===== src/source/cacheArray.sv =====
/*
  Cache storage array with asynchronous read and synchronous write,
  shared by the tag and data arrays of both ways
*/
module cacheArray #(
  parameter type entryT = logic [31:0],
  parameter int  depth  = 16
) (
  input  logic                     clk,
  input  logic                     reset,
  input  logic                     we,
  input  logic [$clog2(depth)-1:0] wAddr,
  input  logic [$clog2(depth)-1:0] rAddr,
  input  entryT                    wData,
  output entryT                    rData
);

  entryT mem [depth];

  // Clearing on reset drops every tag valid bit at once
  always_ff @(posedge clk, posedge reset) begin
    if (reset) begin
      for (int i = 0; i < depth; i++) begin
        mem[i] <= '0;
      end
    end else if (we) begin
      mem[wAddr] <= wData;
    end
  end

  // Read port follows the address in the same cycle
  assign rData = mem[rAddr];

endmodule


===== config.mk =====
export PLATFORM = sky130hd
export DESIGN_NAME = cacheArray
export DESIGN_NICKNAME = d
export VERILOG_FILES = /design/src/source/cacheArray.sv
export SDC_FILE = /design/constraint.sdc
export NUM_CORES = 1
export LEC_CHECK = 0
export BUFFER_PORTS_ARGS = -buffer_cell sky130_fd_sc_hd__clkbuf_2
export CAP_MARGIN = 20
export CORE_MARGIN = 3
export CORE_UTILIZATION = 60
export CTS_BUF_LIST = sky130_fd_sc_hd__clkbuf_4 sky130_fd_sc_hd__clkbuf_8
export CTS_CLUSTER_DIAMETER = 200
export CTS_CLUSTER_SIZE = 20
export DETAILED_ROUTE_END_ITERATION = 8
export HOLD_SLACK_MARGIN = 0.06
export PLACE_DENSITY = 0.81
export SLEW_MARGIN = 20
export SYNTH_ARGS = -nofsm -noshare
export SYNTH_HDL_FRONTEND = slang
export SYNTH_SLANG_ARGS = --single-unit
export TNS_END_PERCENT = 10

===== constraint.sdc =====
create_clock -name clk -period 36 [get_ports clk]
set_input_delay 5.4 -clock clk [delete_from_list [all_inputs] [get_ports clk]]
set_output_delay 5.4 -clock clk [all_outputs]
set_load 0.01 [all_outputs]

==> impl_metrics.py <==
metrics = {
    "status": {
        "status": "finished, final reports clean",
    },
    "synth": {
        "synthTopCellsByArea": "dfrtp_1 (56%), mux2_2 (23%), mux4_2 (13%)",
        "yosys.area.top_type": "dfrtp_1",
        "synth-xor-area-share_pct": 0,
        "synth_area_per_cell_sq_um": 16.3,
        "yosys.area_share.simple_pct": 1.33,
        "synthAdderAreaFrac_pct": 0,
        "synth_cell_type_count": 23,
        "seq_area_frac_synth_pct": 55.8,
        "syn_area_sq_um": 22900,
        "synth_nets": 1453,
        "synth_compound_area_share_pct": 2.09,
        "synth_top_family_by_area": "multiplexers",
        "syn_inst": 1410,
        "synth_top_cell_area_share_pct": 55.8,
        "muxShareOfSynthArea_pct": 38.2,
        "synth-seq-cells": 512,
        "synth_warnings": 0,
    },
    "sta": {
        "clock-skew-final_ns": 0,
        "worstMarginPinSlew_ns": 1.10,
        "setup_viol": 0,
        "fmax_mhz": 75.0,
        "final-max-slew-violation-count": 0,
        "final_hold_viol_count": 0,
        "finalCriticalPeriod_ns": 13.34,
        "finalSetupTns_ns": 0,
        "worst_slack_ns": 22.66,
        "fin_crit_sh_pct": 37.1,
        "rsz0062_at_grt": "no",
        "slew_headroom_pct": 26.7,
    },
    "floorplanning": {
        "start_util_pct": 61.8,
        "die_w_microns": 202,
        "die_area_sq_um": 40600,
        "fp-row-count": 70,
        "core_sq_um": 37100,
        "die_y_microns": 202,
        "io_pins": 75,
    },
    "layout": {
        "largest_reg_flops": 512,
        "top_register": "mem",
        "fin_nets": 1457,
        "layout_common_cells": "dfrtp_1 (512), mux2_2 (465), mux4_2 (128)",
        "final_common_cell": "dfrtp_1",
        "drive_gt1_share_pct": 55.0,
        "fillers": 2677,
        "reg_top3": "mem: 512 flops",
        "final_design_area_no_fill_sq_um": 24100,
        "area_growth_pct": 5.25,
    },
    "critical_path": {
        "crit_required_ns": 30.60,
        "rr_startpoint": "mem[227]",
        "end_kind": "output pin",
        "worstReg2RegEnd": "mem[227]",
        "critPathKind": "input pin to output pin",
        "worst-path-max-fanout": 67,
        "startpoint_type": "input pin",
        "cp.arrival_ns": 7.94,
        "worstRegToRegCells": 1,
        "r2r_slack_ns": 35.18,
    },
    "global_routing": {
        "grt_pass1_vias": 13500,
        "grt_use_total_pct": 25.4,
        "gr-total-overflow": 0,
        "grt_max_degree": 150,
        "grt_pass1_wl_microns": 79900,
        "antenna_found_initial": 6,
    },
    "cts": {
        "clk_pin_slew_ns": 0.11,
        "cts_buffers": 29,
        "cts_tree": "built",
        "cts-root-buf": "clkbuf_8",
        "ctsResizeCount": 0,
        "clock_path_buffers": 3,
        "cts_setup_buffers": 0,
        "numClockSinks": 512,
        "clock_latency_ns": 0.62,
        "cts_hold_buf": 0,
        "htreeDepth": 1,
    },
    "pwr": {
        "vdd_drop_max_v": 0.0000362,
        "leakagePower_nw": 10.5,
        "p_per_area_nw_per_um2": 53.4,
        "total_power_mw": 1.29,
    },
    "routing": {
        "drc": 0,
        "drt-initial-drc-count": 868,
        "dr.pass1.iters": 4,
        "vias_per_cell": 6.46,
        "ant_nets": 0,
        "drt_wl_total_microns": 50500,
        "routedWlPerCell_microns": 26.3,
        "vias": 12400,
    },
    "placed_design": {
        "dp_hpwl_microns": 28200,
        "placement.setup.worst_slack_ns": 22.66,
        "gp_congestion": 0.753,
        "placed_area_sq_um": 23700,
        "io_buffers": 74,
    },
    "hold_path": {
        "min_to": "mem[408]",
        "hold_path_depth": 1,
        "hp-start": "mem[408]",
        "hold_path_class": "flip-flop to flip-flop",
    },
    "job": {
        "drv_cap": 0,
    },
}
through the flow:
| step | util, % | std cells | hold slack, ns |
|---|---|---|---|
| after floorplan | - | 1410 | 0.452 |
| after global placement | 63.8 | 1885 | 0.462 |
| after detailed placement | 63.8 | 1886 | 0.470 |
| after CTS | 64.9 | 1916 | 0.498 |
| after global routing | 65.0 | 1917 | 0.520 |
| final | 65.0 | 1918 | 0.494 |
cells in the mapped netlist:
library cell and count:
mux2_1 17, nand2_1 34, nand3b_1 3, nor2b_1 2
buf_2 59, nand2b_1 3, nor3b_1 2, clkbuf_1 60
nor3_2 3, and2_1 1, or3_1 2, buf_6 3
mux2_4 30, buf_1 8, a22oi_1 64, inv_1 1
nand3_1 3, or4_1 1, nand2_2 1, nor2_1 8
mux4_2 128, dfrtp_1 512, mux2_2 465
critical path: stages:
cell and delay [ns]:
buf_6 0.55, buf_4 0.85, mux4_2 0.43, a22oi_1 0.21
nand2_1 0.19, clkbuf_2 0.18
cells by family (layout without fill, tap and decap cells):
group,Yosys count,count (layout)
muxes,640,640
other,0,1
and+or+nand+nor,63,63
AOI/OAI and AO/OA,64,64
DFF,512,512
buffers and inverters,131,134
routing by layer:
metal	track usage, %	part of all wire, %	vias up
met3	4.85	5.7	84
met5	0	0.13	-
li1	-	-	5227
met4	5.18	2.0	10
met2	41.2	49	248
met1	36.6	44	6813
worst max path at each step:
stage               startpoint         to  slack [ns]  depth (start not counted)
global route          rAddr[0]  rData[28]       22.48                          6
finish                rAddr[1]  rData[28]       22.66                          6
floorplan                reset     mem[0]       16.30                          1
detailed placement    rAddr[0]   rData[4]       22.66                          6
global placement      rAddr[0]   rData[7]       22.66                          6
CTS                   rAddr[0]   rData[4]       22.66                          6
cell type report:
| class | count | area, sq um | share of cell area [%] |
|---|---|---|---|
| flip-flops and latches | 512 | 12800 | 53.1 |
| multi-input cells | 767 | 9650 | 39.9 |
| repair buffers | 103 | 638 | 2.64 |
| well taps | 504 | 631 | 2.61 |
| clock buffers | 29 | 399 | 1.65 |
| inverters | 1 | 11.3 | 0.0466 |
| clock inverters | 1 | 8.76 | 0.0363 |
| diodes | 1 | 2.50 | 0.0104 |
power by group:
part | switching [mW] | internal, mW
logic | 0.102 | 0.177
clock network | 0.167 | 0.0733
registers | 0.0648 | 0.707
Note: power is estimated with default switching activity, not from simulation.
