### src/include/icache_defs.svh
/*
  Instruction cache geometry: address, tag, set, offset and word widths
*/
`ifndef ICACHE_DEFS_SVH
`define ICACHE_DEFS_SVH

// Byte address presented by the fetch stage
`define ICACHE_ADDR_BITS 32

// Instruction word width on the bus and in the data arrays
`define ICACHE_WORD_BITS 32

// 16 sets, 4 words per block
`define ICACHE_SET_BITS 4
`define ICACHE_OFFSET_BITS 2

// Word aligned, so the low two bits never reach the cache
`define ICACHE_BYTE_BITS 2

// Whatever is left above set and offset
`define ICACHE_TAG_BITS \
  (`ICACHE_ADDR_BITS - `ICACHE_SET_BITS - `ICACHE_OFFSET_BITS - `ICACHE_BYTE_BITS)

`endif

### src/source/cache_pkg.sv
/*
  Cache storage types: tag, set index, word offset and tag entry
*/
`include "icache_defs.svh"

package cachePkg;

  // Upper address bits kept per block
  typedef logic [`ICACHE_TAG_BITS-1:0] tagT;

  // Selects one of the sets in each way
  typedef logic [`ICACHE_SET_BITS-1:0] setT;

  // Word position inside a four-word block
  typedef logic [`ICACHE_OFFSET_BITS-1:0] offsetT;

  // One entry of a tag array
  typedef struct packed {
    logic valid;
    tagT  tag;
  } tagEntryT;

endpackage

### src/source/lruTable.sv
/*
  Least-recently-used table, one bit per set of the two-way cache
*/
`include "icache_defs.svh"

module lruTable (
  input  logic           clk,
  input  logic           reset,
  input  logic           access,
  input  cachePkg::setT  set,
  input  logic           usedWay1,
  output logic           curLru
);

  localparam int NumSets = 1 << `ICACHE_SET_BITS;

  // Bit high means way 2 was touched last, so way 1 goes next
  logic [NumSets-1:0] lruBits;

  always_ff @(posedge clk, posedge reset) begin
    if (reset) begin
      lruBits <= '0;
    end else if (access) begin
      lruBits[set] <= ~usedWay1;
    end
  end

  // Victim hint for the set being looked up
  assign curLru = lruBits[set];

endmodule

### config.mk
export PLATFORM = sky130hd
export DESIGN_NAME = lruTable
export DESIGN_NICKNAME = d
export VERILOG_FILES = /design/src/source/cache_pkg.sv /design/src/source/lruTable.sv
export VERILOG_INCLUDE_DIRS = /design/src /design/src/include
export SDC_FILE = /design/constraint.sdc
export NUM_CORES = 1
export LEC_CHECK = 0
export BUFFER_PORTS_ARGS = -buffer_cell sky130_fd_sc_hd__clkbuf_2
export CAP_MARGIN = 20
export CORE_MARGIN = 3
export CORE_UTILIZATION = 55
export CTS_CLUSTER_SIZE = 40
export DETAILED_ROUTE_END_ITERATION = 10
export GPL_ROUTABILITY_DRIVEN = 0
export GPL_TIMING_DRIVEN = 0
export PLACE_DENSITY = 0.75
export SLEW_MARGIN = 20
export SYNTH_ARGS = -nofsm -noshare
export SYNTH_HDL_FRONTEND = slang
export SYNTH_SLANG_ARGS = --single-unit
export TNS_END_PERCENT = 20
### constraint.sdc
create_clock -name clk -period 1.9 [get_ports clk]
set_input_delay 0.38 -clock clk [delete_from_list [all_inputs] [get_ports clk]]
set_output_delay 0.38 -clock clk [all_outputs]
set_load 0.02 [all_outputs]
==> results of run 1 <==
==> critical path: stages (launching register included) <==
cell      delay, ns
dfrtp_1        0.39
mux4_2         0.48
a22oi_2        0.17
nand3_1        0.09
clkbuf_8       0.16
==> kinds of logic (layout without fill, tap and decap cells) <==
family	Yosys count	count (layout)	synth area share, %
flops	16	16	48.19
buf+inv	12	23	7.076
mux	4	4	11.75
compound gates	33	33	24.40
simple gates	10	10	8.585
==> per-layer routing <==
metal,vias up,global-route usage (%)
li1,319,-
met1,320,28.91
met2,19,28.94
met3,4,4.781
met4,0,11.70
met5,-,0
==> cells in the mapped netlist <==
cell,count
nand2_1,1
a22oi_1,1
buf_6,1
and3_2,1
clkbuf_2,1
and3b_1,1
a31oi_1,16
inv_1,1
and3b_2,1
clkbuf_1,4
buf_2,4
mux4_2,2
mux4_1,2
a21oi_1,12
nor2_2,1
dfrtp_1,16
a41oi_1,4
nor2b_1,2
nor3b_2,1
buf_1,1
nand3_1,2
==> area by class of cell <==
cell class              instances  area [um^2]  area share (%)
repair buffers                  7        48.80           5.193
well taps                      15        18.77           1.997
multi-input cells              47        376.6           40.08
clock buffers                   4        36.28           3.862
inverters                       1        3.754          0.3995
plain buffers                  11        55.05           5.859
flip-flops and latches         16        400.4           42.61
==> repair_timing <==
action / CTS / global route
setup endpoints to repair: 1 / 1
resized for setup: 3 / 0
setup buffers: 1 / 1
pin swaps: 2 / 0
==> worst max-delay path by stage <==
| stage | to | slack (ns) |
|---|---|---|
| final | curLru | -0.06 |
| after global routing | curLru | -0.10 |
| after CTS | curLru | -0.06 |
| after detailed placement | curLru | 0.03 |
| after global placement | curLru | 0.02 |
| after floorplan | curLru | 0.14 |
==> where the power goes <==
part,internal [mW],switching [mW],total [mW]
combinational,0.128,0.112,0.239
sequential,0.421,0.0399,0.461
clock,0.117,0.114,0.231
==> results.md, run 1 <==
* Router iterations before antenna repair at 4
* Worst Path Arrival at 1.58 ns
* Root Buffer: clkbuf_4
* Top flop regs: lruBits x16
* Dpl ws at 0.02706 ns
* Crit. Startpoint: lruBits[3]
* P&R area growth vs syn at 13.10%
* Clock H-tree levels at 1
* Synth Register Bits at 16
* Critical path fanouts, max at 2
* Die Area at approximately 2000 um^2
* Critical path required time at 1.52 ns
* Final WS setup at -0.06044 ns
* Final hold vios at 0
* Total gr overflow at 0
* Mapped Nets at 83
* Fmax at 510.1 MHz
* Slew Limit Fails at 0
* Largest net degree at the start of global routing at 17
* Syn. warnings at 0
* Final core occ at roughly 69%
* Setup TNS at -0.06044 ns
* Nets at between 90 and 100
* Routed wl met3 at roughly 77 um
* Chip Width at ~45 um
* Top reg by flops: lruBits
* IO Port Bufs at 5
* CTS tree: built
* Status: complete, but fails checks
* Skew final at 0 ns
* Instance area at placement at between 800 and 900 um^2
* Max reg flops at 16
* Cells after DPL at 95
* Hold Path Class: in -> async
* Post-synthesis sequential area ratio at between 40% and 50%
* Max-cap violations at 0
* Metal-1 WL at 789 um
* Worst-skew pair later-pin latency at between 0.2 and 0.3 ns
* Layout Cells excl Fill at approximately 100
* Cts bufs inserted at 3
* Initial antenna violation count at 0
* Tot GR Track Use at about a fifth
* CTS sink count at 16
* Row cnt at 13
* R2R depth at 4
* Vias per inst at approximately 6.6
* R2r startpoint: lruBits[3]
* WL final at ~1.7 mm
* Initial drt markers at 27
* Top post-synthesis cells by area: dfrtp_1 48%, a31oi_1 12%, a21oi_1 7.2%, mux4_1 6.3%, mux4_2 5.4%
* DRC viols at 0
* Hold buffers post-CTS at 0
* Syn Inst Count at 75
* Dpl hpwl at between 1 and 1.5 mm
* Synth area leader: dfrtp_1
* First-pass GRT wire length at 2.891 mm
* Final period utilization at 103.2%
* Synthesized cell area at between 800 and 900 um^2
* Worst-Margin Slew at 0.6103 ns
* Startpoint Class: register
* DR top layer: met4
* Boundary pin count at 9
* Antenna cell count at 0
* Leakage Power at approximately 0.40 nW
* Max Root-Sink Buffers at 2
* Share of layout cells above drive strength 1 at between 20 and 30%
* Starting Density at approximately three fifths
* Kind of critical path: reg -> out
* Routed Antenna Nets at 0
* Crit end category: output port
* WL met2 at approximately 840 um
* Via count at 662
* Mean area per synthesized cell at 11.08 um^2
* Final setup fails at 1
* Most frequent cells in the layout: 16 x a31oi_1, 16 x dfrtp_1, 12 x a21oi_1
* Worst-path clk slew at 0.10 ns
* Synth top area share at between 40% and 50%
* Failing checks: setup timing
* WHS at 0.1247 ns
* Total power at between 0.9 and 1 mW
* PD cells at about 990 nW/um^2
* Minimum clock period after layout at between 1.5 and 2 ns
* RSZ-0062 raised after global routing: yes
* Design Area, Final at around 940 um^2
* Register-to-register setup slack at between 0.9 and 1 ns
* Core area at 1366 um^2
* Worst IR drop on VDD at between 500 and 600 uV
* Number of global-route vias before repair at approximately 600
* # fillers at 111
* Slew HR at about three fifths
* FF-to-FF End: lruBits[3]
* Vert. Die Dim at 44.87 um
* Routed WL per cell at between 15 and 20 um
* Cell variety after synth at 21
(Power assumes the default switching activity.)
==> run 2: changes to the inputs <==
Settings changed: CAP_MARGIN 20 to default, CORE_UTILIZATION 55 to 57, CTS_BUF_LIST from default to sky130_fd_sc_hd__clkbuf_8, PLACE_DENSITY 0.75 to 0.78.
==> run 2 against run 1 <==
Effect of this change:
- the flow still finishes with violations (setup timing)
- sequential power about the same
- flip-flop and latch count unchanged
- count of clock-buffer cells in the layout stayed put
- maximum frequency increased by 2.5%
- first-iteration DRC count is 33% lower
- total power rose by 6.4%
- core utilization increased by 2.5 points
- clock power rose by 32%
- critical path depth unchanged
- global-route usage down 0.74 points
- critical path type unchanged
- critical endpoint unchanged
==> results.md, run 2 (synthesis gave the netlist of run 1 again) <==
* Switching share of power at 26.61%
* WL final at approximately 1.6 mm
* Top flop regs: lruBits x16
* Final period utilization at 100.7%
* Top reg by flops: lruBits
* PD cells at approximately 1000 nW/um^2
* Slowest stage cell, crit path: mux4_2
* CP max stage delay at 0.48 ns
* Number of global-route vias before repair at 580
* Internal at 0.7272 mW
* Clock share of power at 30.6%
* Boundary pin count at 9
* Leakage Power at roughly 0.4 nW
* Largest net degree at the start of global routing at 17
* Most frequent cells in the layout: 16 x a31oi_1, 16 x dfrtp_1, 12 x a21oi_1
* Via count at about 640
* Hold Path Class: in -> async
* Worst Path Arrival at approximately 1.5 ns
* Met3 GRT Util at roughly 4.9%
* Status: complete, but fails checks
* Kind of critical path: reg -> out
* Critical path's top delay family: multiplexers
* Fmax at between 500 and 600 MHz
* Cts bufs inserted at 3
* Worst-skew pair later-pin latency at between 0.2 and 0.3 ns
* Antenna cell count at 0
* Max-cap violations at 0
* Final setup fails at 1
* Initial drt markers at 18
* Total gr overflow at 0
* Row cnt at 13
* Number of cells on the critical path at 4
* Switching component of the power at about 0.26 mW
* Final WS setup at -0.01321 ns
* Chip Width at between 40 and 50 um
* GR met2 Demand/Resource at between 20 and 30%
* P&R area growth vs syn at 14.46%
* Critical path buffers and inverters at 1
* Vert. Die Dim at about 44 um
* First-pass GRT wire length at about 2.7 mm
* Slew HR at slightly above 60%
* Final core occ at about 71%
* GR peak layer: met1
* IO Port Bufs at 5
* Startpoint Class: register
* Cell-by-cell trace of the critical path: mux4_2, a22oi_2, nand3_1, clkbuf_8
* Comb pwr share at 22.9%
* Starting Density at 62.29%
* DRC viols at 0
* Share of layout cells above drive strength 1 at roughly 27%
* Worst-Margin Slew at approximately 0.6 ns
* Dpl hpwl at between 1 and 1.5 mm
* Routed WL per cell at ~16 um
* Clock H-tree levels at 1
* Worst IR drop on VDD at approximately 750 uV
* Worst-path clk slew at approximately 0.070 ns
* Minimum clock period after layout at roughly 1.9 ns
* Initial antenna violation count at 0
* CTS tree: built
* Critical path required time at around 1.5 ns
* Seq pwr share at a little under half
* Routed Antenna Nets at 0
* Vias per inst at ~6.4
* Die Area at a little under 2000 um^2
* Setup TNS at -0.01321 ns
* Max Root-Sink Buffers at 2
* Crit end category: output port
* CTS sink count at 16
* Hold buffers post-CTS at 0
* Tot GR Track Use at 19.76%
* Max reg flops at 16
* Failing checks: setup timing
* Skew final at 0 ns
* Root Buffer: clkbuf_8
* Met1 Track Usage GR at roughly 29%
* Final hold vios at 0
* Critical path fanouts, max at 2
* Core area at between 1000 and 1500 um^2
* Slew Limit Fails at 0
* RSZ-0062 raised after global routing: yes
* Nets at 94
* Router iterations before antenna repair at 4
* R2R depth at 3
-- run 2: cell types whose count changed in the layout (fill, tap and decap cells not counted) --
| cell | before | now |
|---|---|---|
| buf_4 | 2 | 1 |
| clkbuf_8 | 2 | 5 |
| clkbuf_4 | 3 | 0 |
-- run 2: worst register-to-register path, stage by stage (launching register included) --
cell and delay (ns):
dfrtp_1 0.38, buf_4 0.13, a21oi_1 0.10, a31oi_1 0.05
-- run 2: layout make-up --
cell class	count	area, um^2
fill	98	382.9
sequential	16	400.4
buffer	11	55.05
clock buffer	4	55.05
tap	15	18.77
multi-input combinational	47	376.6
timing repair buffer	6	41.29
inverter	1	3.754
-- run 2: power by group through the flow --
stage,clock network [mW],logic [mW],registers (mW)
2_1_floorplan,0,0.172,0.454
3_3_place_gp,0,0.201,0.464
3_5_place_dp,0,0.207,0.466
4_1_cts,0.301,0.228,0.460
5_1_grt,0.321,0.252,0.470
6_report,0.304,0.227,0.460
-- run 2: routing by layer --
layer | wire [um] | share of wire, %
met5 | 0 | 0
met3 | 125 | 7.8
met4 | 17 | 1.1
met2 | 727 | 45
met1 | 738 | 46
-- run 2: metrics by stage --
step	std cells	power [mW]	hold WS, ns	setup WS, ns	instance area (um^2)
finish	100	0.9909	0.1622	-0.01321	950.9
global route	100	1.043	0.2197	-0.04897	950.9
CTS	100	0.9892	0.1870	-0.01276	950.9
detailed placement	95	0.6736	0.4491	0.01881	874.6
global placement	95	0.6649	0.4575	0.02197	874.6
floorplan	75	0.6256	0.2937	0.1420	830.8
-- run 2: final timing paths --
kind,start,end,slack [ns]
setup reg to reg,lruBits[3],lruBits[3],1.10
min in group clk,usedWay1,lruBits[8],0.49
hold / removal,reset,lruBits[7],0.16
max in group asynchronous,reset,lruBits[14],1.36
hold reg to reg,lruBits[5],lruBits[5],0.54
setup / recovery,lruBits[3],curLru,-0.01
-- run 2: what timing repair did --
item,CTS,global route
buffers inserted,1,0
pin swaps,2,0
gates resized for setup,3,0
setup endpoints to repair,1,1
