**src/include/icache_defs.svh**
```systemverilog
/*
  Instruction cache geometry: address, tag, set, offset and word widths
*/
`ifndef ICACHE_DEFS_SVH
`define ICACHE_DEFS_SVH

// Byte address presented by the fetch stage
`define ICACHE_ADDR_BITS 32

// Instruction word width on the bus and in the data arrays
`define ICACHE_WORD_BITS 32

// 16 sets, 4 words per block
`define ICACHE_SET_BITS 4
`define ICACHE_OFFSET_BITS 2

// Word aligned, so the low two bits never reach the cache
`define ICACHE_BYTE_BITS 2

// Whatever is left above set and offset
`define ICACHE_TAG_BITS \
  (`ICACHE_ADDR_BITS - `ICACHE_SET_BITS - `ICACHE_OFFSET_BITS - `ICACHE_BYTE_BITS)

`endif

```
**src/source/cache_pkg.sv**
```systemverilog
/*
  Cache storage types: tag, set index, word offset and tag entry
*/
`include "icache_defs.svh"

package cachePkg;

  // Upper address bits kept per block
  typedef logic [`ICACHE_TAG_BITS-1:0] tagT;

  // Selects one of the sets in each way
  typedef logic [`ICACHE_SET_BITS-1:0] setT;

  // Word position inside a four-word block
  typedef logic [`ICACHE_OFFSET_BITS-1:0] offsetT;

  // One entry of a tag array
  typedef struct packed {
    logic valid;
    tagT  tag;
  } tagEntryT;

endpackage

```
**src/source/icacheController.sv**
```systemverilog
/*
  Instruction cache controller: tag compare, miss FSM, bus beat
  counter and way write enables
*/
module icacheController (
  input  logic             clk,
  input  logic             reset,
  input  logic             enable,
  input  logic             paReady,
  input  logic             way1Valid,
  input  logic             way2Valid,
  input  logic             curLru,
  input  logic             busReady,
  input  cachePkg::offsetT wordOffset,
  input  cachePkg::tagT    way1Tag,
  input  cachePkg::tagT    way2Tag,
  input  cachePkg::tagT    physTag,
  output cachePkg::offsetT counter,
  output cachePkg::offsetT newWordOffset,
  output logic             way1We,
  output logic             way2We,
  output logic             waySel,
  output logic             iStall,
  output logic             resetBlockOff,
  output logic             busRequest
);

  typedef enum logic [1:0] {READY, MEMREAD, NEXTINSTR} stateT;

  stateT            state, nextState;
  cachePkg::tagT    storedTag, curTag;
  cachePkg::offsetT beatCount;
  logic             way1Hit, way2Hit, hit;
  logic             missStart, beatDone, lastBeat;
  logic             fillWay1;

  // Tag of the access in flight, held once paReady drops
  always_ff @(posedge clk) begin
    if (paReady) begin
      storedTag <= physTag;
    end
  end

  assign curTag = paReady ? physTag : storedTag;

  assign way1Hit = way1Valid & (curTag == way1Tag);
  assign way2Hit = way2Valid & (curTag == way2Tag);
  assign hit     = (way1Hit | way2Hit) & enable;

  // Disabled cache reads only way 1
  assign waySel = enable ? way1Hit : 1'b1;

  // A new request that the arrays cannot serve
  assign missStart = (state == READY) & paReady & ~hit;

  assign busRequest = missStart | (state == MEMREAD);
  assign iStall     = busRequest;

  // One write per beat; disabled mode needs just the requested word
  assign beatDone = busRequest & busReady;
  assign lastBeat = beatDone & ((&beatCount) | ~enable);

  always_ff @(posedge clk, posedge reset) begin
    if (reset) begin
      state <= READY;
    end else begin
      state <= nextState;
    end
  end

  always_comb begin
    nextState = state;
    case (state)
      READY:     if (missStart) nextState = lastBeat ? NEXTINSTR : MEMREAD;
      MEMREAD:   if (lastBeat) nextState = NEXTINSTR;
      NEXTINSTR: nextState = READY;
      default:   nextState = READY;
    endcase
  end

  // Completed access, either a hit or the settle cycle after a fill
  assign resetBlockOff = ((state == READY) & paReady & hit) | (state == NEXTINSTR);

  always_ff @(posedge clk, posedge reset) begin
    if (reset) begin
      beatCount <= '0;
    end else if (resetBlockOff) begin
      beatCount <= '0;
    end else if (beatDone) begin
      beatCount <= beatCount + cachePkg::offsetT'(1);
    end
  end

  // Disabled mode fetches the requested word, not the whole block
  assign counter = enable ? beatCount : wordOffset;

  // Data arrays follow the bus during a fill, the fetch address otherwise
  assign newWordOffset = busRequest ? counter : wordOffset;

  // Once the first beat lands, the way being filled hits and keeps the choice
  assign fillWay1 = ((((~way1Valid & way2Valid) | curLru) & ~way2Hit) | way1Hit) | ~enable;

  assign way1We = beatDone & fillWay1;
  assign way2We = beatDone & ~fillWay1;

endmodule

```
**config.mk**
```make
export PLATFORM = sky130hd
export DESIGN_NAME = icacheController
export DESIGN_NICKNAME = d
export VERILOG_FILES = /design/src/source/cache_pkg.sv /design/src/source/icacheController.sv
export VERILOG_INCLUDE_DIRS = /design/src /design/src/include
export SDC_FILE = /design/constraint.sdc
export NUM_CORES = 1
export LEC_CHECK = 0
export ABC_AREA = 1
export BUFFER_PORTS_ARGS = -buffer_cell sky130_fd_sc_hd__buf_2
export CAP_MARGIN = 20
export CORE_ASPECT_RATIO = 0.6
export CORE_MARGIN = 5
export CORE_UTILIZATION = 42
export DETAILED_ROUTE_END_ITERATION = 7
export HOLD_SLACK_MARGIN = 0.15
export PLACE_DENSITY_LB_ADDON = 0.1
export SLEW_MARGIN = 10
export SYNTH_ARGS = -nofsm -noshare
export SYNTH_HDL_FRONTEND = slang
export SYNTH_SLANG_ARGS = --single-unit
export TNS_END_PERCENT = 30
```
**constraint.sdc**
```tcl
create_clock -name clk -period 3 [get_ports clk]
set_clock_uncertainty 0.05 [all_clocks]
set_input_delay 0.6 -clock clk [delete_from_list [all_inputs] [get_ports clk]]
set_output_delay 0.6 -clock clk [all_outputs]
set_load 0.02 [all_outputs]
```
==> flow_summary.toml, run 1 <==
[outcome]
status = "finished, violations left"
violations = "setup timing"

[cells_and_area]
layout-area-overhead-vs-synth_pct = 45.1
post_route_cells_drive_above_1_share_pct = 33.5
multi_input_comb_area_um2 = 1350
nets = 570
n_antenna_cell = 0
area.sequential_um2 = 581
n_fill_cell = 483

[setup_path]
required_ns = 2.35
worst_r2r_path_depth = 17
crit_top_cell = "nand2_1"
critical-path-top-delay-family = "simple AND/OR/NAND/NOR gates"
buffering_stage_count_on_the_worst_path_with_inverters_included = 4
crit-reg2reg-capture = "beatCount[1]$_DFFE_PP0P_"
timing.rr.start = "storedTag[7]$_DFF_P_"
critical-path-slowest-cell = "o21ai_1"
timing.critical_path.fanout_max = 8
cp_startpoint_kind = "input port"
worstSetupPathType = "input port to primary output"
crit_path_end_kind = "primary output"
crit_arrival_ns = 2.36
critical_path.max_stage_delay_ns = 0.17
r2r_setup_slack_ns = 0.95
worstPathCellList = "buf_12, clkinv_8, clkbuf_16, nand2_1, nand2_1, nand2_1, nand2_1, nor2_1, nand2_1, nor2_2, nand3_2, nand2_2, nand2_1, nand2_2, nand2_4, o21ai_1, buf_4"

[floorplanning]
die_w_um = 101
core_um2 = 4660
floorplan.die_area_um2 = 6470
floorplan.initialDensity_pct = 44.3
vertical_die_dimension_um = 64.3
io_pins = 92
std_cell_rows = 19

[logic_synthesis]
synth_most_common_cell = "nand2_1"
yosys_most_used_dff = "dfxtp_1"
synth_area_leaders = "nand2_1 32%, dfxtp_1 23%, inv_1 12%"
avgSynthCellArea_um2 = 5.39
mappedNetlistNets = 466
synth.top_cells.by_count = "176 x nand2_1, 64 x inv_1, 46 x nand3_1"
yosys.cell_types.count = 23
synth_seq_cells = 28
ys_seq_area_share_pct = 28.1
yosysTopAreaCell = "nand2_1"
syn_inst = 383
netlist.area_leader.share_pct = 32.0
asyncSetResetFlopFracSynth_pct = 14.3
synthesis.area_um2 = 2070
synth-edff-count = 0
ys_warn_count = 0

[min_path]
beginning_of_the_worst_hold_path = "storedTag[2]$_DFF_P_"
worst_hold_path_type = "flop to flop"
whs_endpoint = "storedTag[2]$_DFF_P_"
min_delay_path_depth = 2

[power_and_ir_drop]
p_comb_share_pct = 44.3
peakVddDrop_v = 0.000211
netSwitchingFraction_pct = 37.7
power.sequential.fraction_pct = 34.5
p_switching_w = 0.000495
p_leak_nw = 1.83
internal_power_w = 0.000819
power.share.clock_pct = 21.3
power_w = 0.00131
pwr_density_cell_nw_per_um2 = 438

[global_route]
grt_max_degree = 21
track_usage_pct = 18.9
initial_antenna_violation_count = 0
via_count_of_the_first_global_routing_pass = 2222
overflow_after_grt = 0
grt_pass1_wl_um = 9890

[placed_design]
gp_congestion = 0.876
pre_cts_slack_ns = 0.0163
numPortBuffers = 91
place_hpwl_um = 5170

[sta]
worst_pin_slew_ns = 0.307
finalSetupViolCount = 1
maxSlewViolCount = 0
finalCriticalPeriod_ns = 3.01
maxSlewHeadroom_pct = 79.5
hold_violations = 0
timing.final.crit_share_pct = 100
fin_ws_ns = -0.0121
achievable-frequency_mhz = 332

[cts]
cts_buffer_depth = 2
ctsRootBufferMaster = "clkbuf_8"
worstSkewPairLatency_ns = 0.29
cts_htree_levels = 1
numClockSinks = 28
clkTransAtPathRegs_ns = 0.11
cts_tree = "done"
numCtsBuffers = 3

[route]
wirelength_um = 6750
wl_per_cell_um = 12.3
via_count = 2528
drt_first_iter_violations = 105
drt_pre_antenna_iters = 4
drc_errors = 0
drtAntennaViolNets = 0
route.detailed.vias_per_inst = 4.60

[job]
maxCapViolCount = 0
[how the worst max path moves through the flow]
stage	startpoint	endpoint	slack, ns	cells after the start
floorplan	paReady	way2We	0.17	16
CTS	paReady	way2We	0.01	18
global placement	paReady	newWordOffset[0]	0.02	17
detailed placement	paReady	way2We	0.02	18
finish	paReady	newWordOffset[1]	-0.01	17
global route	paReady	newWordOffset[1]	-0.09	17
[tightest hold or removal path, stage by stage (launching register included)]
cell,delay (ns)
dfxtp_1,0.34
nand2_2,0.07
nand2_2,0.06
[sequential cells by signal (all words and copies together), names as in the netlist]
signal	count
beatCount	2
state	2
storedTag	24
[cell type report]
cell class / instances / share of cell area, %
inverter: 65 / 8.56
sequential: 28 / 19.4
multi-input combinational: 284 / 45.0
timing repair buffer: 105 / 22.3
tap: 63 / 2.63
clock buffer: 4 / 2.21
[per-layer routing]
metal / part of all wire [%] / vias up / global-route usage (%) / wire, µm
li1: - / 1372 / - / -
met1: 46 / 1061 / 27.5 / 3130
met2: 44 / 91 / 28.5 / 2940
met3: 9.6 / 4 / 5.33 / 645
met4: 0.37 / 0 / 2.02 / 25
met5: 0 / - / 0 / 0
[power groups by stage]
stage / Clock [W] / Combinational (W) / Sequential, W
finish: 0.000279 / 0.000582 / 0.000453
global route: 0.000293 / 0.000642 / 0.000458
CTS: 0.000279 / 0.000474 / 0.000449
detailed placement: 0 / 0.000471 / 0.000457
global placement: 0 / 0.000466 / 0.000459
floorplan: 0 / 0.000314 / 0.000450
[placed cells by master (no fill, tap or decap)]
cell type,count
nand3_2,4
nor3_2,1
buf_12,4
dlygate4sd3_1,1
ha_1,1
o21ai_0,6
nor3_1,1
nor2_1,22
dfxtp_1,24
o21ai_2,2
inv_1,64
xnor2_1,1
nand2_1,141
nand2_2,36
a31oi_1,1
o21a_1,1
clkinv_8,1
nand3b_1,3
nand3_1,42
buf_2,85
buf_4,12
o21ai_1,4
nor2_2,9
a21oi_1,5
clkbuf_16,3
nand2_4,2
buf_6,1
dfrtp_1,4
xor2_1,1
a21boi_1,1
clkbuf_8,3
[repair_timing]
| action | 4_1_cts | 5_1_grt |
|---|---|---|
| gates resized for setup | 0 | 70 |
| hold buffers | 1 | 0 |
| setup endpoints to repair | 0 | 7 |
| hold endpoints to repair | 4 | 0 |
| setup buffers | 0 | 6 |
[cell families after synthesis]
family | count (synthesis) | synth area share, %
xor gates and xnor gates | 2 | 0.848
adders and majority gates | 1 | 0.606
DFF | 28 | 28.1
buffers and inverters | 71 | 13.8
and+or+nand+nor | 261 | 51.5
AOI/OAI and AO/OA | 20 | 5.15
[per-stage QoR]
stage	std cells	setup TNS (ns)	utilization, %	cell area (µm²)	hold WS (ns)
3_5_place_dp	536	0	56.5	2630	0.433
3_3_place_gp	536	0	56.5	2630	0.430
2_1_floorplan	383	0	-	2070	0.316
6_report	549	-0.0121	64.3	3000	0.451
5_1_grt	549	-0.384	64.3	3000	0.480
4_1_cts	541	0	58.2	2710	0.454
(Power assumes the default switching activity.)
==> run 2: changes to the inputs <==
--- a/config.mk
+++ b/config.mk
@@ -9,9 +9,11 @@
 export ABC_AREA = 1
 export BUFFER_PORTS_ARGS = -buffer_cell sky130_fd_sc_hd__buf_2
 export CAP_MARGIN = 20
+export CELL_PAD_IN_SITES_DETAIL_PLACEMENT = 0
+export CELL_PAD_IN_SITES_GLOBAL_PLACEMENT = 1
 export CORE_ASPECT_RATIO = 0.6
 export CORE_MARGIN = 5
-export CORE_UTILIZATION = 42
+export CORE_UTILIZATION = 32
 export DETAILED_ROUTE_END_ITERATION = 7
 export HOLD_SLACK_MARGIN = 0.15
 export PLACE_DENSITY_LB_ADDON = 0.1
==> constraint.sdc (replaced) <==
create_clock -name clk -period 3.7 [get_ports clk]
set_clock_uncertainty 0.05 [all_clocks]
set_input_delay 0.74 -clock clk [delete_from_list [all_inputs] [get_ports clk]]
set_output_delay 0.74 -clock clk [all_outputs]
set_load 0.02 [all_outputs]
==> flow_summary.toml, run 2 (same netlist as run 1, synthesis figures left out) <==
[route]
via_count = 2391
wirelength_um = 6160
route.detailed.vias_per_inst = 4.28
drtAntennaViolNets = 0
drt_first_iter_violations = 126
drt_pre_antenna_iters = 4
wl_per_cell_um = 11.0
drc_errors = 0

[cts]
cts_repair_resize_count = 0
cts_htree_levels = 1
clkTransAtPathRegs_ns = 0.10
numClockSinks = 28
ctsHoldBuffers = 0
ctsRootBufferMaster = "clkbuf_8"
cts_tree = "done"
worstSkewPairLatency_ns = 0.28
post-cts-setup-buffer-count = 0
cts_buffer_depth = 2
numCtsBuffers = 3

[global_route]
overflow_after_grt = 0
grt_max_degree = 29
grt_pass1_wl_um = 10100
track_usage_pct = 15.2
via_count_of_the_first_global_routing_pass = 2233
initial_antenna_violation_count = 0

[sta]
maxSlewViolCount = 0
hold_violations = 0
worst_pin_slew_ns = 0.248
finalCriticalPeriod_ns = 3.40
achievable-frequency_mhz = 294
unrepaired_setup_endpoints_after_global_routing = "no"
fin_setup_tns_ns = 0
maxSlewHeadroom_pct = 83.3
finalSetupViolCount = 0
timing.final.crit_share_pct = 92.0

[placed_design]
place_hpwl_um = 5100
placed_instance_area_um2 = 2630
gp_congestion = 0.849
numPortBuffers = 91

[cells_and_area]
nets = 558
final_core_density_pct = 43.3
layout-area-overhead-vs-synth_pct = 29.7
multi_input_comb_area_um2 = 1200
layout_common_cells = "176 x nand2_1, 91 x buf_2, 64 x inv_1"
mostFrequentLayoutCell = "nand2_1"
n_antenna_cell = 0
n_fill_cell = 721
largest_register_ff_count = 24
register_with_the_most_flip_flops = "storedTag"
post-route-cell-area_um2 = 2680
area.sequential_um2 = 581
largestRegisters = "storedTag x24, beatCount x2, state x2"
post_route_cells_drive_above_1_share_pct = 21.3

[job]
maxCapViolCount = 0

[floorplanning]
std_cell_rows = 22
floorplan.initialDensity_pct = 33.4
floorplan.die_area_um2 = 8210
vertical_die_dimension_um = 72.2
io_pins = 92
die_w_um = 114
core_um2 = 6190

[setup_path]
crit_path_end_kind = "primary output"
timing.critical_path.fanout_max = 28
required_ns = 2.91
crit_arrival_ns = 2.61
worstSetupPathType = "input port to primary output"
cp_startpoint_kind = "input port"

[outcome]
status = "completed"

[power_and_ir_drop]
pwr_density_cell_nw_per_um2 = 348
peakVddDrop_v = 0.000174
p_leak_nw = 1.72

[min_path]
worst_hold_path_type = "input port to asynchronous set/reset pin"
run 2: metrics by stage:
| step | total power [W] | hold slack, ns | worst slack (ns) | instances |
|---|---|---|---|---|
| floorplan | 0.000620 | 0.408 | 0.587 | 383 |
| global placement | 0.000746 | 0.437 | 0.278 | 554 |
| detailed placement | 0.000742 | 0.438 | 0.265 | 554 |
| CTS | 0.000942 | 0.274 | 0.260 | 558 |
| global route | 0.00101 | 0.284 | 0.0279 | 558 |
| finish | 0.000932 | 0.275 | 0.297 | 558 |
run 2: cell type report:
cell class,instances,area share (%)
repair buffers,93,18.5
flip-flops and latches,28,21.7
well taps,84,3.92
inverters,65,9.10
multi-input cells,284,44.8
clock buffers,4,2.05
run 2: critical path: stages:
cell and delay, ns:
buf_2 0.22, inv_2 0.07, buf_12 0.17, nand2_1 0.10
nand2_1 0.09, nand2_1 0.07, nand2_1 0.05, nor2_1 0.14
nand3_1 0.10, nor2_1 0.13, nand3_1 0.09, nand2_1 0.08
nand2_1 0.06, nand2_2 0.07, nand2_4 0.08, nand2_2 0.11
nor3_1 0.05, buf_2 0.16
run 2: worst paths after layout:
kind	start	endpoint	slack, ns	depth (start not counted)
worst max-delay path	paReady	way2We	0.30	18
worst min-delay path	reset	beatCount[0]$_DFFE_PP0P_	0.28	2
worst max register to register	storedTag[1]$_DFF_P_	beatCount[1]$_DFFE_PP0P_	1.92	14
worst min register to register	storedTag[2]$_DFF_P_	storedTag[2]$_DFF_P_	0.45	2
max in group asynchronous	reset	state[1]$_DFFE_PP0P_	3.17	2
min in group clk	storedTag[2]$_DFF_P_	storedTag[2]$_DFF_P_	0.45	2
run 2: routing by layer:
metal  global-route usage [%]  vias up  wire [µm]
li1                         -     1344          -
met1                     21.8      991       3180
met2                     22.8       54       2460
met3                     5.00        2        491
met4                     2.00        0         27
met5                        0        -          0
run 2: power breakdown:
group	internal (W)	leakage [nW]	switching (W)	total [W]
clock	0.0000955	0.0288	0.000104	0.000200
combinational	0.000142	1.43	0.000227	0.000369
sequential	0.000343	0.253	0.0000203	0.000363
